$ cat config.mk
export PLATFORM = sky130hd
export DESIGN_NAME = xge_intf
export DESIGN_NICKNAME = d
export VERILOG_FILES = /design/src/verilog/xge_pkg.sv /design/src/verilog/mac_host_regs.sv /design/src/verilog/mac_reset.sv /design/src/verilog/xge_intf.sv /design/src/verilog/xgmii_rx.sv /design/src/verilog/xgmii_tx.sv
export VERILOG_INCLUDE_DIRS = /design/src /design/src/verilog
export SDC_FILE = /design/constraint.sdc
export NUM_CORES = 1
export LEC_CHECK = 0
export BUFFER_PORTS_ARGS = -buffer_cell sky130_fd_sc_hd__buf_2
export CORE_MARGIN = 4
export CORE_UTILIZATION = 40
export DETAILED_ROUTE_END_ITERATION = 10
export GPL_TIMING_DRIVEN = 0
export PLACE_DENSITY = 0.71
export SLEW_MARGIN = 15
export SYNTH_ARGS = -nofsm -noshare
export SYNTH_HDL_FRONTEND = slang
export SYNTH_HIERARCHICAL = 1
export SYNTH_SLANG_ARGS = --single-unit
$ cat constraint.sdc
create_clock -name clk156_25 -period 6.1 [get_ports clk156_25]
set_input_delay 1.525 -clock clk156_25 [delete_from_list [all_inputs] [get_ports clk156_25]]
set_output_delay 1.525 -clock clk156_25 [all_outputs]
set_load 0.02 [all_outputs]
$ cat src/verilog/xge_cfg.svh
`ifndef XGE_CFG_SVH
`define XGE_CFG_SVH

// ------------------------------
// XGMII control characters
// ------------------------------
`define XGMII_IDLE        8'h07
`define XGMII_START       8'hFB
`define XGMII_TERM        8'hFD
`define XGMII_ERROR       8'hFE
`define XGMII_PREAMBLE    8'h55
`define XGMII_SFD         8'hD5

// Link and framing limits
`define RESET_HOLD_CYCLES 16      // Aligned cycles before MAC reset release
`define IFG_WORDS         2       // Idle words between frames
`define MIN_FRAME_BYTES   24      // Shorter frames are runts

// Host register map
`define REG_CONFIG        10'h000
`define REG_TX_COUNT      10'h004
`define REG_GOOD_COUNT    10'h008
`define REG_BAD_COUNT     10'h00C

`endif

$ cat src/verilog/xge_pkg.sv
package xge_pkg;

    // ------------------------------
    // Transmit encoder states
    // ------------------------------
    typedef enum logic [2:0] {
        TX_IDLE     = 3'd0,             // Idles, waiting for a client start
        TX_PREAMBLE = 3'd1,             // Ack cycle, preamble word on the bus
        TX_DATA     = 3'd2,             // Client words streaming
        TX_TERM     = 3'd3,             // Terminate word after an error word
        TX_GAP      = 3'd4              // Interframe idles
    } tx_state_t;

    // Receive decoder states
    typedef enum logic [1:0] {
        RX_IDLE  = 2'd0,
        RX_FRAME = 2'd1,                // Passing data up to the client
        RX_DROP  = 2'd2                 // Discarding until terminate
    } rx_state_t;

    // Host bus opcodes, other codes ignored
    typedef enum logic [1:0] {
        HOST_WRITE = 2'd1,
        HOST_READ  = 2'd2
    } host_op_t;

endpackage

$ cat src/verilog/mac_host_regs.sv
`timescale 1ns/1ps
`include "xge_cfg.svh"

module mac_host_regs import xge_pkg::*; (
    input  logic        clk156_25,
    input  logic        reset,
    input  host_op_t    host_opcode,
    input  logic [9:0]  host_addr,
    input  logic [31:0] host_wr_data,
    input  logic        host_req,
    output logic [31:0] host_rd_data,
    output logic        host_rdy,
    output logic        tx_enable,
    output logic        rx_enable,
    output logic        loopback,
    input  logic        tx_frame_done,
    input  logic        rx_good_frame,
    input  logic        rx_bad_frame
);

    // Counter addresses, index matches cnt_event
    localparam logic [9:0] CNT_ADDR [3] = '{`REG_TX_COUNT, `REG_GOOD_COUNT, `REG_BAD_COUNT};

    logic [2:0]  cfg;                       // Loopback, rx enable, tx enable
    logic [31:0] counts [3];
    logic [2:0]  cnt_event;
    logic        wr_hit;
    logic        rd_hit;
    logic [31:0] rd_mux;

    assign cnt_event = {rx_bad_frame, rx_good_frame, tx_frame_done};
    assign wr_hit    = host_req && (host_opcode == HOST_WRITE);
    assign rd_hit    = host_req && (host_opcode == HOST_READ);
    assign tx_enable = cfg[0];
    assign rx_enable = cfg[1];
    assign loopback  = cfg[2];

    // Read decode, unknown addresses give zero
    always_comb begin
        rd_mux = '0;
        if (host_addr == `REG_CONFIG)
            rd_mux = {29'd0, cfg};
        for (int k = 0; k < 3; k++)
            if (host_addr == CNT_ADDR[k]) rd_mux = counts[k];
    end

    always_ff @(posedge clk156_25) begin
        if (reset) begin
            cfg      <= 3'b011;             // Both paths on, no loopback
            host_rdy <= 1'b0;
            for (int k = 0; k < 3; k++) counts[k] <= '0;
        end else begin
            host_rdy <= wr_hit || rd_hit;   // One cycle after the request
            if (wr_hit && (host_addr == `REG_CONFIG))
                cfg <= host_wr_data[2:0];
            for (int k = 0; k < 3; k++) begin
                if (wr_hit && (host_addr == CNT_ADDR[k]))
                    counts[k] <= '0;        // Any write clears
                else if (cnt_event[k])
                    counts[k] <= counts[k] + 32'd1;   // Wraps
            end
        end
    end

    always_ff @(posedge clk156_25) begin
        host_rd_data <= rd_hit ? rd_mux : '0;
    end

endmodule

$ cat src/verilog/mac_reset.sv
`timescale 1ns/1ps
`include "xge_cfg.svh"

module mac_reset (
    input  logic clk156_25,
    input  logic reset,
    input  logic align_status,           // Lane alignment from the PHY side
    output logic reset156_25
);

    localparam int CNT_W = $clog2(`RESET_HOLD_CYCLES + 1);

    logic [CNT_W-1:0] align_cnt;         // Consecutive aligned cycles
    logic [CNT_W-1:0] align_cnt_nxt;

    // Saturate at the hold count
    assign align_cnt_nxt = (align_cnt == CNT_W'(`RESET_HOLD_CYCLES)) ?
                           align_cnt : align_cnt + 1'b1;

    always_ff @(posedge clk156_25) begin
        if (reset || !align_status) begin
            align_cnt   <= '0;           // Alignment lost, start over
            reset156_25 <= 1'b1;
        end else begin
            align_cnt   <= align_cnt_nxt;
            // Release once the count completes
            reset156_25 <= (align_cnt_nxt != CNT_W'(`RESET_HOLD_CYCLES));
        end
    end

endmodule

$ cat src/verilog/xge_intf.sv
`timescale 1ns/1ps

module xge_intf import xge_pkg::*; (
    // Clock and reset
    input  logic        clk156_25,
    input  logic        reset,
    input  logic        align_status,
    output logic        reset156_25,

    // MAC tx
    input  logic [63:0] mac_tx_data,
    input  logic [7:0]  mac_tx_data_valid,
    input  logic        mac_tx_start,
    input  logic        mac_tx_underrun,
    output logic        mac_tx_ack,

    // MAC rx
    output logic [63:0] mac_rx_data,
    output logic [7:0]  mac_rx_data_valid,
    output logic        mac_rx_good_frame,
    output logic        mac_rx_bad_frame,

    // XGMII
    output logic [63:0] xgmii_txd,
    output logic [7:0]  xgmii_txc,
    input  logic [63:0] xgmii_rxd,
    input  logic [7:0]  xgmii_rxc,

    // Host bus
    input  host_op_t    host_opcode,
    input  logic [9:0]  host_addr,
    input  logic [31:0] host_wr_data,
    input  logic        host_req,
    output logic [31:0] host_rd_data,
    output logic        host_rdy
);

    logic        tx_enable;
    logic        rx_enable;
    logic        loopback;
    logic        tx_frame_done;
    logic [63:0] rx_d;                      // Decoder input after loopback mux
    logic [7:0]  rx_c;

    // ------------------------------
    // Internal loopback
    // ------------------------------
    assign rx_d = loopback ? xgmii_txd : xgmii_rxd;
    assign rx_c = loopback ? xgmii_txc : xgmii_rxc;

    mac_reset u_mac_reset (
        .clk156_25(clk156_25), .reset(reset),
        .align_status(align_status), .reset156_25(reset156_25)
    );

    xgmii_tx u_xgmii_tx (
        .clk156_25(clk156_25), .reset156_25(reset156_25), .tx_enable(tx_enable),
        .mac_tx_data(mac_tx_data), .mac_tx_data_valid(mac_tx_data_valid),
        .mac_tx_start(mac_tx_start), .mac_tx_underrun(mac_tx_underrun),
        .mac_tx_ack(mac_tx_ack), .xgmii_txd(xgmii_txd), .xgmii_txc(xgmii_txc),
        .tx_frame_done(tx_frame_done)
    );

    xgmii_rx u_xgmii_rx (
        .clk156_25(clk156_25), .reset156_25(reset156_25), .rx_enable(rx_enable),
        .xgmii_rxd(rx_d), .xgmii_rxc(rx_c),
        .mac_rx_data(mac_rx_data), .mac_rx_data_valid(mac_rx_data_valid),
        .mac_rx_good_frame(mac_rx_good_frame), .mac_rx_bad_frame(mac_rx_bad_frame)
    );

    // Registers run on the board reset, not the link-gated one
    mac_host_regs u_mac_host_regs (
        .clk156_25(clk156_25), .reset(reset),
        .host_opcode(host_opcode), .host_addr(host_addr),
        .host_wr_data(host_wr_data), .host_req(host_req),
        .host_rd_data(host_rd_data), .host_rdy(host_rdy),
        .tx_enable(tx_enable), .rx_enable(rx_enable), .loopback(loopback),
        .tx_frame_done(tx_frame_done),
        .rx_good_frame(mac_rx_good_frame), .rx_bad_frame(mac_rx_bad_frame)
    );

endmodule

$ cat src/verilog/xgmii_rx.sv
`timescale 1ns/1ps
`include "xge_cfg.svh"

module xgmii_rx import xge_pkg::*; (
    input  logic        clk156_25,
    input  logic        reset156_25,
    input  logic        rx_enable,          // Sampled at the start word
    input  logic [63:0] xgmii_rxd,
    input  logic [7:0]  xgmii_rxc,
    output logic [63:0] mac_rx_data,
    output logic [7:0]  mac_rx_data_valid,
    output logic        mac_rx_good_frame,
    output logic        mac_rx_bad_frame
);

    rx_state_t  state;
    logic [7:0] byte_cnt;                   // Stops growing past the runt limit
    logic [7:0] frame_bytes;                // Count including the last word
    logic       frame_err;                  // Error char seen earlier in frame
    logic       start_hit;
    logic       term_hit;
    logic [2:0] term_lane;
    logic       err_hit;
    logic [7:0] lane_mask;                  // Data lanes of this word

    assign start_hit   = xgmii_rxc[0] && (xgmii_rxd[7:0] == `XGMII_START);
    assign frame_bytes = byte_cnt + {5'd0, term_lane};

    // ------------------------------
    // Lane decode
    // ------------------------------
    always_comb begin
        term_hit  = 1'b0;
        term_lane = 3'd0;
        err_hit   = 1'b0;
        lane_mask = 8'h00;
        for (int i = 7; i >= 0; i--) begin  // Downward, lowest terminate wins
            if (xgmii_rxc[i] && (xgmii_rxd[8*i +: 8] == `XGMII_TERM)) begin
                term_hit  = 1'b1;
                term_lane = 3'(i);
            end
        end
        for (int i = 0; i < 8; i++) begin
            if (!term_hit || (i < int'(term_lane))) begin
                lane_mask[i] = 1'b1;
                if (xgmii_rxc[i] && (xgmii_rxd[8*i +: 8] == `XGMII_ERROR))
                    err_hit = 1'b1;
            end
        end
    end

    // Data word lags the XGMII word by one cycle
    always_ff @(posedge clk156_25) begin
        mac_rx_data <= xgmii_rxd;
    end

    // ------------------------------
    // Decoder FSM
    // ------------------------------
    always_ff @(posedge clk156_25) begin
        if (reset156_25) begin
            state             <= RX_IDLE;
            byte_cnt          <= '0;
            frame_err         <= 1'b0;
            mac_rx_data_valid <= 8'h00;
            mac_rx_good_frame <= 1'b0;
            mac_rx_bad_frame  <= 1'b0;
        end else begin
            mac_rx_data_valid <= 8'h00;
            mac_rx_good_frame <= 1'b0;
            mac_rx_bad_frame  <= 1'b0;
            case (state)
                RX_IDLE: begin
                    if (start_hit) begin        // Preamble word is stripped
                        byte_cnt  <= '0;
                        frame_err <= 1'b0;
                        state     <= rx_enable ? RX_FRAME : RX_DROP;
                    end
                end
                RX_FRAME: begin
                    mac_rx_data_valid <= lane_mask;
                    if (term_hit) begin
                        state <= RX_IDLE;
                        if (frame_err || err_hit || (frame_bytes < `MIN_FRAME_BYTES))
                            mac_rx_bad_frame <= 1'b1;
                        else
                            mac_rx_good_frame <= 1'b1;
                    end else begin
                        frame_err <= frame_err | err_hit;
                        if (byte_cnt < `MIN_FRAME_BYTES)
                            byte_cnt <= byte_cnt + 8'd8;
                    end
                end
                RX_DROP: if (term_hit) state <= RX_IDLE;    // No strobes
                default: state <= RX_IDLE;
            endcase
        end
    end

endmodule

$ cat src/verilog/xgmii_tx.sv
`timescale 1ns/1ps
`include "xge_cfg.svh"

module xgmii_tx import xge_pkg::*; (
    input  logic        clk156_25,
    input  logic        reset156_25,
    input  logic        tx_enable,          // Back-pressure from the config register
    input  logic [63:0] mac_tx_data,
    input  logic [7:0]  mac_tx_data_valid,
    input  logic        mac_tx_start,
    input  logic        mac_tx_underrun,
    output logic        mac_tx_ack,
    output logic [63:0] xgmii_txd,
    output logic [7:0]  xgmii_txc,
    output logic        tx_frame_done       // One pulse per finished frame
);

    localparam int GAP_W = $clog2(`IFG_WORDS + 1);

    tx_state_t        state;
    logic [GAP_W-1:0] gap_cnt;              // Idle words since last terminate
    logic [63:0]      word_d;               // Client word with terminate merged in
    logic [7:0]       word_c;
    logic             word_last;            // Mask not full so the frame ends here

    assign word_last = (mac_tx_data_valid != 8'hFF);

    // ------------------------------
    // Lane builder
    // ------------------------------
    always_comb begin
        logic prev_valid;
        prev_valid = 1'b1;                  // Lane 0 may hold the terminate
        for (int i = 0; i < 8; i++) begin
            if (mac_tx_data_valid[i]) begin
                word_d[8*i +: 8] = mac_tx_data[8*i +: 8];
                word_c[i]        = 1'b0;
            end else if (prev_valid) begin
                word_d[8*i +: 8] = `XGMII_TERM;  // First invalid lane
                word_c[i]        = 1'b1;
            end else begin
                word_d[8*i +: 8] = `XGMII_IDLE;
                word_c[i]        = 1'b1;
            end
            prev_valid = mac_tx_data_valid[i];
        end
    end

    // ------------------------------
    // Encoder FSM
    // ------------------------------
    always_ff @(posedge clk156_25) begin
        if (reset156_25) begin
            state         <= TX_IDLE;
            gap_cnt       <= '0;
            mac_tx_ack    <= 1'b0;
            tx_frame_done <= 1'b0;
            xgmii_txd     <= {8{`XGMII_IDLE}};
            xgmii_txc     <= 8'hFF;
        end else begin
            mac_tx_ack    <= 1'b0;
            tx_frame_done <= 1'b0;
            xgmii_txd     <= {8{`XGMII_IDLE}};  // Idles unless overridden
            xgmii_txc     <= 8'hFF;
            case (state)
                TX_IDLE: begin
                    if (tx_enable && mac_tx_start) begin
                        mac_tx_ack <= 1'b1;
                        // Start in lane 0 and SFD in lane 7
                        xgmii_txd  <= {`XGMII_SFD, {6{`XGMII_PREAMBLE}}, `XGMII_START};
                        xgmii_txc  <= 8'h01;
                        state      <= TX_PREAMBLE;
                    end
                end
                TX_PREAMBLE, TX_DATA: begin
                    if (mac_tx_underrun) begin
                        xgmii_txd <= {8{`XGMII_ERROR}};   // Abort word
                        state     <= TX_TERM;
                    end else begin
                        xgmii_txd <= word_d;
                        xgmii_txc <= word_c;
                        if (word_last) begin
                            tx_frame_done <= 1'b1;
                            gap_cnt       <= '0;
                            state         <= TX_GAP;
                        end else begin
                            state <= TX_DATA;
                        end
                    end
                end
                TX_TERM: begin
                    xgmii_txd     <= {{7{`XGMII_IDLE}}, `XGMII_TERM};
                    tx_frame_done <= 1'b1;              // Aborted frames count too
                    gap_cnt       <= '0;
                    state         <= TX_GAP;
                end
                TX_GAP: begin
                    gap_cnt <= gap_cnt + 1'b1;
                    if (gap_cnt == GAP_W'(`IFG_WORDS - 1))
                        state <= TX_IDLE;
                end
                default: state <= TX_IDLE;
            endcase
        end
    end

endmodule
==> metrics.yaml <==
status:
  outcome: "complete, no violations"
yosys:
  synth_fp_nets: 1516
  synth.distinct_cells: 77
  ys_warn_count: 6
  synth_edf_count: 96
  yosys_register_bits: 299
  avgSynthCellArea_um2: 10.5
  synthesis.area_um2: 13800
  yosysMostFrequentCell: "dfxtp_1"
  synthArstFlopShare: 0
  syn_inst: 1313
  synth_top_area_cell: "dfxtp_1"
  yosysSeqAreaShare: 0.503
  ys_top_cells_by_count: "203 x dfxtp_1, 114 x nor2_1, 101 x a21oi_1, 96 x edfxtp_1, 85 x nand2_1"
  ys_top_cells_by_area: "dfxtp_1 29%, edfxtp_1 21%, mux2_4 7.6%, a21oi_1 3.7%, nor2_1 3.1%"
  synth_top_area_share: 0.294
  synth_ff_type: "dfxtp_1"
floorplanning:
  io_pins: 375
  floorplan.initialDensity: 0.408
  row_count: 67
  die_w_um: 194
  design.core.area_um2: 33800
  die_y_um: 194
  die_area_um2: 37500
sta:
  setup_viol: 0
  skew_ns: 0.0238
  final_max_slew_viol_count: 0
  period_minus_slack_ns: 3.67
  whs_ns: 0.459
  fmax_mhz: 272
  relSlewSlack: 0.280
  setup_ws_ns: 2.43
  tightest_slew_ns: 1.07
  rsz0062_at_grt: "false"
  period_share: 0.602
  hold_violations: 0
drt:
  vias: 12100
  drtIter0Drc: 1056
  via_per_inst: 5.57
  ant_nets: 0
  avgRoutedWirePerCell_um: 21.6
  finalWirelength_um: 46900
  drc: 0
  dr.pass1.iters: 5
clocking:
  clkTransAtPathRegs_ns: 0.05
  cts_setup_buffers: 0
  root_buffer: "clkbuf_16"
  holdBufCountCts: 0
  htree_levels: 2
  cts.sinks: 299
  clockBufferDepth: 3
  cts_tree: "yes"
  insertion_delay_ns: 0.51
  numCtsBuffers: 35
  cts_resized: 0
global_routing:
  antenna_found_initial: 3
  grt_start_max_net_pins: 33
  grt_pass1_wl_um: 71700
  track_usage: 0.239
  overflow: 0
  grt_pass1_vias: 12200
placement:
  hpwlAfterDp_um: 36500
  place_congestion: 0.898
  io_buffers: 343
  preCtsSetupSlack_ns: 1.99
min_path:
  min_path_type: "reg2reg"
finish:
  drive_gt1_frac: 0.317
  fin_nets: 1898
  area_growth_pct: 25.1
power_and_ir_drop:
  powerDensity_nw_per_um2: 258
  ir_drop_mv: 0.261
  total_power_mw: 4.46
  leakagePower_nw: 6.79
critical_path:
  cp.required_ns: 6.22
  cp-start-kind: "input port"
  worstSetupEndpointType: "register"
  crit_fanout: 32
  cp.arrival_ns: 3.79
  path_class: "in2reg"
flow_run:
  max_cap_violations: 0
## kinds of logic (layout without fill, tap and decap cells)
family	Yosys count	after routing	synth area share
muxes	115	115	0.113
other	0	1	0
AOI/OAI and AO/OA	264	264	0.119
buffers and inverters	111	517	0.0420
adders and majority gates	10	10	0.00889
DFF	299	299	0.503
xor gates and xnor gates	43	43	0.0273
and+or+nand+nor	471	471	0.186
## per-stage QoR
stage	TNS, ns	cells	area (um2)	utilization
2_1_floorplan	0	1313	13800	-
3_3_place_gp	-11.45	2104	16100	0.476
3_5_place_dp	0	2106	16200	0.478
4_1_cts	0	2167	17300	0.511
5_1_grt	0	2168	17300	0.511
6_report	0	2168	17300	0.511
## worst max-delay path, stage by stage
cell	delay, ns
buf_2	0.10
nor4_1	0.64
nand4_1	0.50
clkbuf_1	0.36
nand2_2	0.65
## layer usage
metal  vias to the layer above  global-route usage  share of wire  wire [um]
li1                       5637                   -              -          -
met1                      5802               0.282           0.38      17800
met2                       546               0.420           0.50      23600
met3                        96              0.0556          0.076       3540
met4                         4              0.0944          0.041       1910
met5                         -                   0        0.00041         19
## path summary, 6_finish.rpt
| path | from | endpoint | slack [ns] | cells past startpoint |
|---|---|---|---|---|
| min | u_xgmii_rx/byte_cnt[6]$_SDFFE_PP0P_ | u_xgmii_rx/byte_cnt[6]$_SDFFE_PP0P_ | 0.46 | 1 |
| max reg2reg | u_mac_host_regs/cfg[2]$_SDFFE_PP0P_ | u_xgmii_rx/frame_err$_SDFFE_PP0P_ | 3.01 | 9 |
| min reg2reg | u_xgmii_rx/byte_cnt[6]$_SDFFE_PP0P_ | u_xgmii_rx/byte_cnt[6]$_SDFFE_PP0P_ | 0.46 | 1 |
| max | host_addr[9] | u_mac_host_regs/counts[2][27]$_SDFFCE_PN0P_ | 2.43 | 5 |
## flip-flops by register name, summed over array words and instances (netlist names)
name                          cells
u_mac_host_regs/counts           96
u_xgmii_rx/mac_rx_data           64
u_xgmii_tx/xgmii_txd             64
u_mac_host_regs/host_rd_data     32
u_xgmii_rx/mac_rx_data_valid      8
u_xgmii_tx/xgmii_txc              8
u_mac_reset/align_cnt             5
u_xgmii_rx/byte_cnt               5
u_mac_host_regs/cfg               3
u_xgmii_tx/state                  3
u_xgmii_rx/state                  2
u_xgmii_tx/gap_cnt                2
u_mac_host_regs/host_rdy          1
u_mac_reset/reset156_25           1
u_xgmii_rx/frame_err              1
u_xgmii_rx/mac_rx_bad_frame       1
u_xgmii_rx/mac_rx_good_frame      1
u_xgmii_tx/mac_tx_ack             1
u_xgmii_tx/tx_frame_done          1
## cells in the final DEF (no fill, tap or decap), drive strengths merged, types with 16 or more instances in the layout
cell type	n
a21oi	102
a22oi	28
buf	375
clkbuf	96
dfxtp	203
edfxtp	96
inv	39
mux2	98
nand2	85
nand3	52
nand4	39
nor2	117
nor3	16
nor4	19
o21a	16
o21ai	55
o31ai	26
or3	21
or4	40
xnor2	19
xor2	24
## power breakdown
| group | switching [mW] | internal (mW) | total [mW] | leakage (nW) |
|---|---|---|---|---|
| Combinational | 0.165 | 0.130 | 0.295 | 3.59 |
| Clock | 0.830 | 1.20 | 2.03 | 0.551 |
| Sequential | 0.0410 | 2.10 | 2.14 | 2.65 |
| Total | 1.04 | 3.42 | 4.46 | 6.79 |
## layout make-up
| class | instances | area (um2) |
|---|---|---|
| clock inverter | 10 | 58.8 |
| fill | 3037 | 16500 |
| multi-input combinational | 903 | 6300 |
| timing repair buffer | 345 | 1770 |
| inverter | 36 | 135 |
| buffer | 75 | 444 |
| sequential | 299 | 6950 |
| antenna | 1 | 2.50 |
| clock buffer | 51 | 1050 |
| tap | 448 | 561 |
No activity file was read; power rests on OpenSTA's default activity.
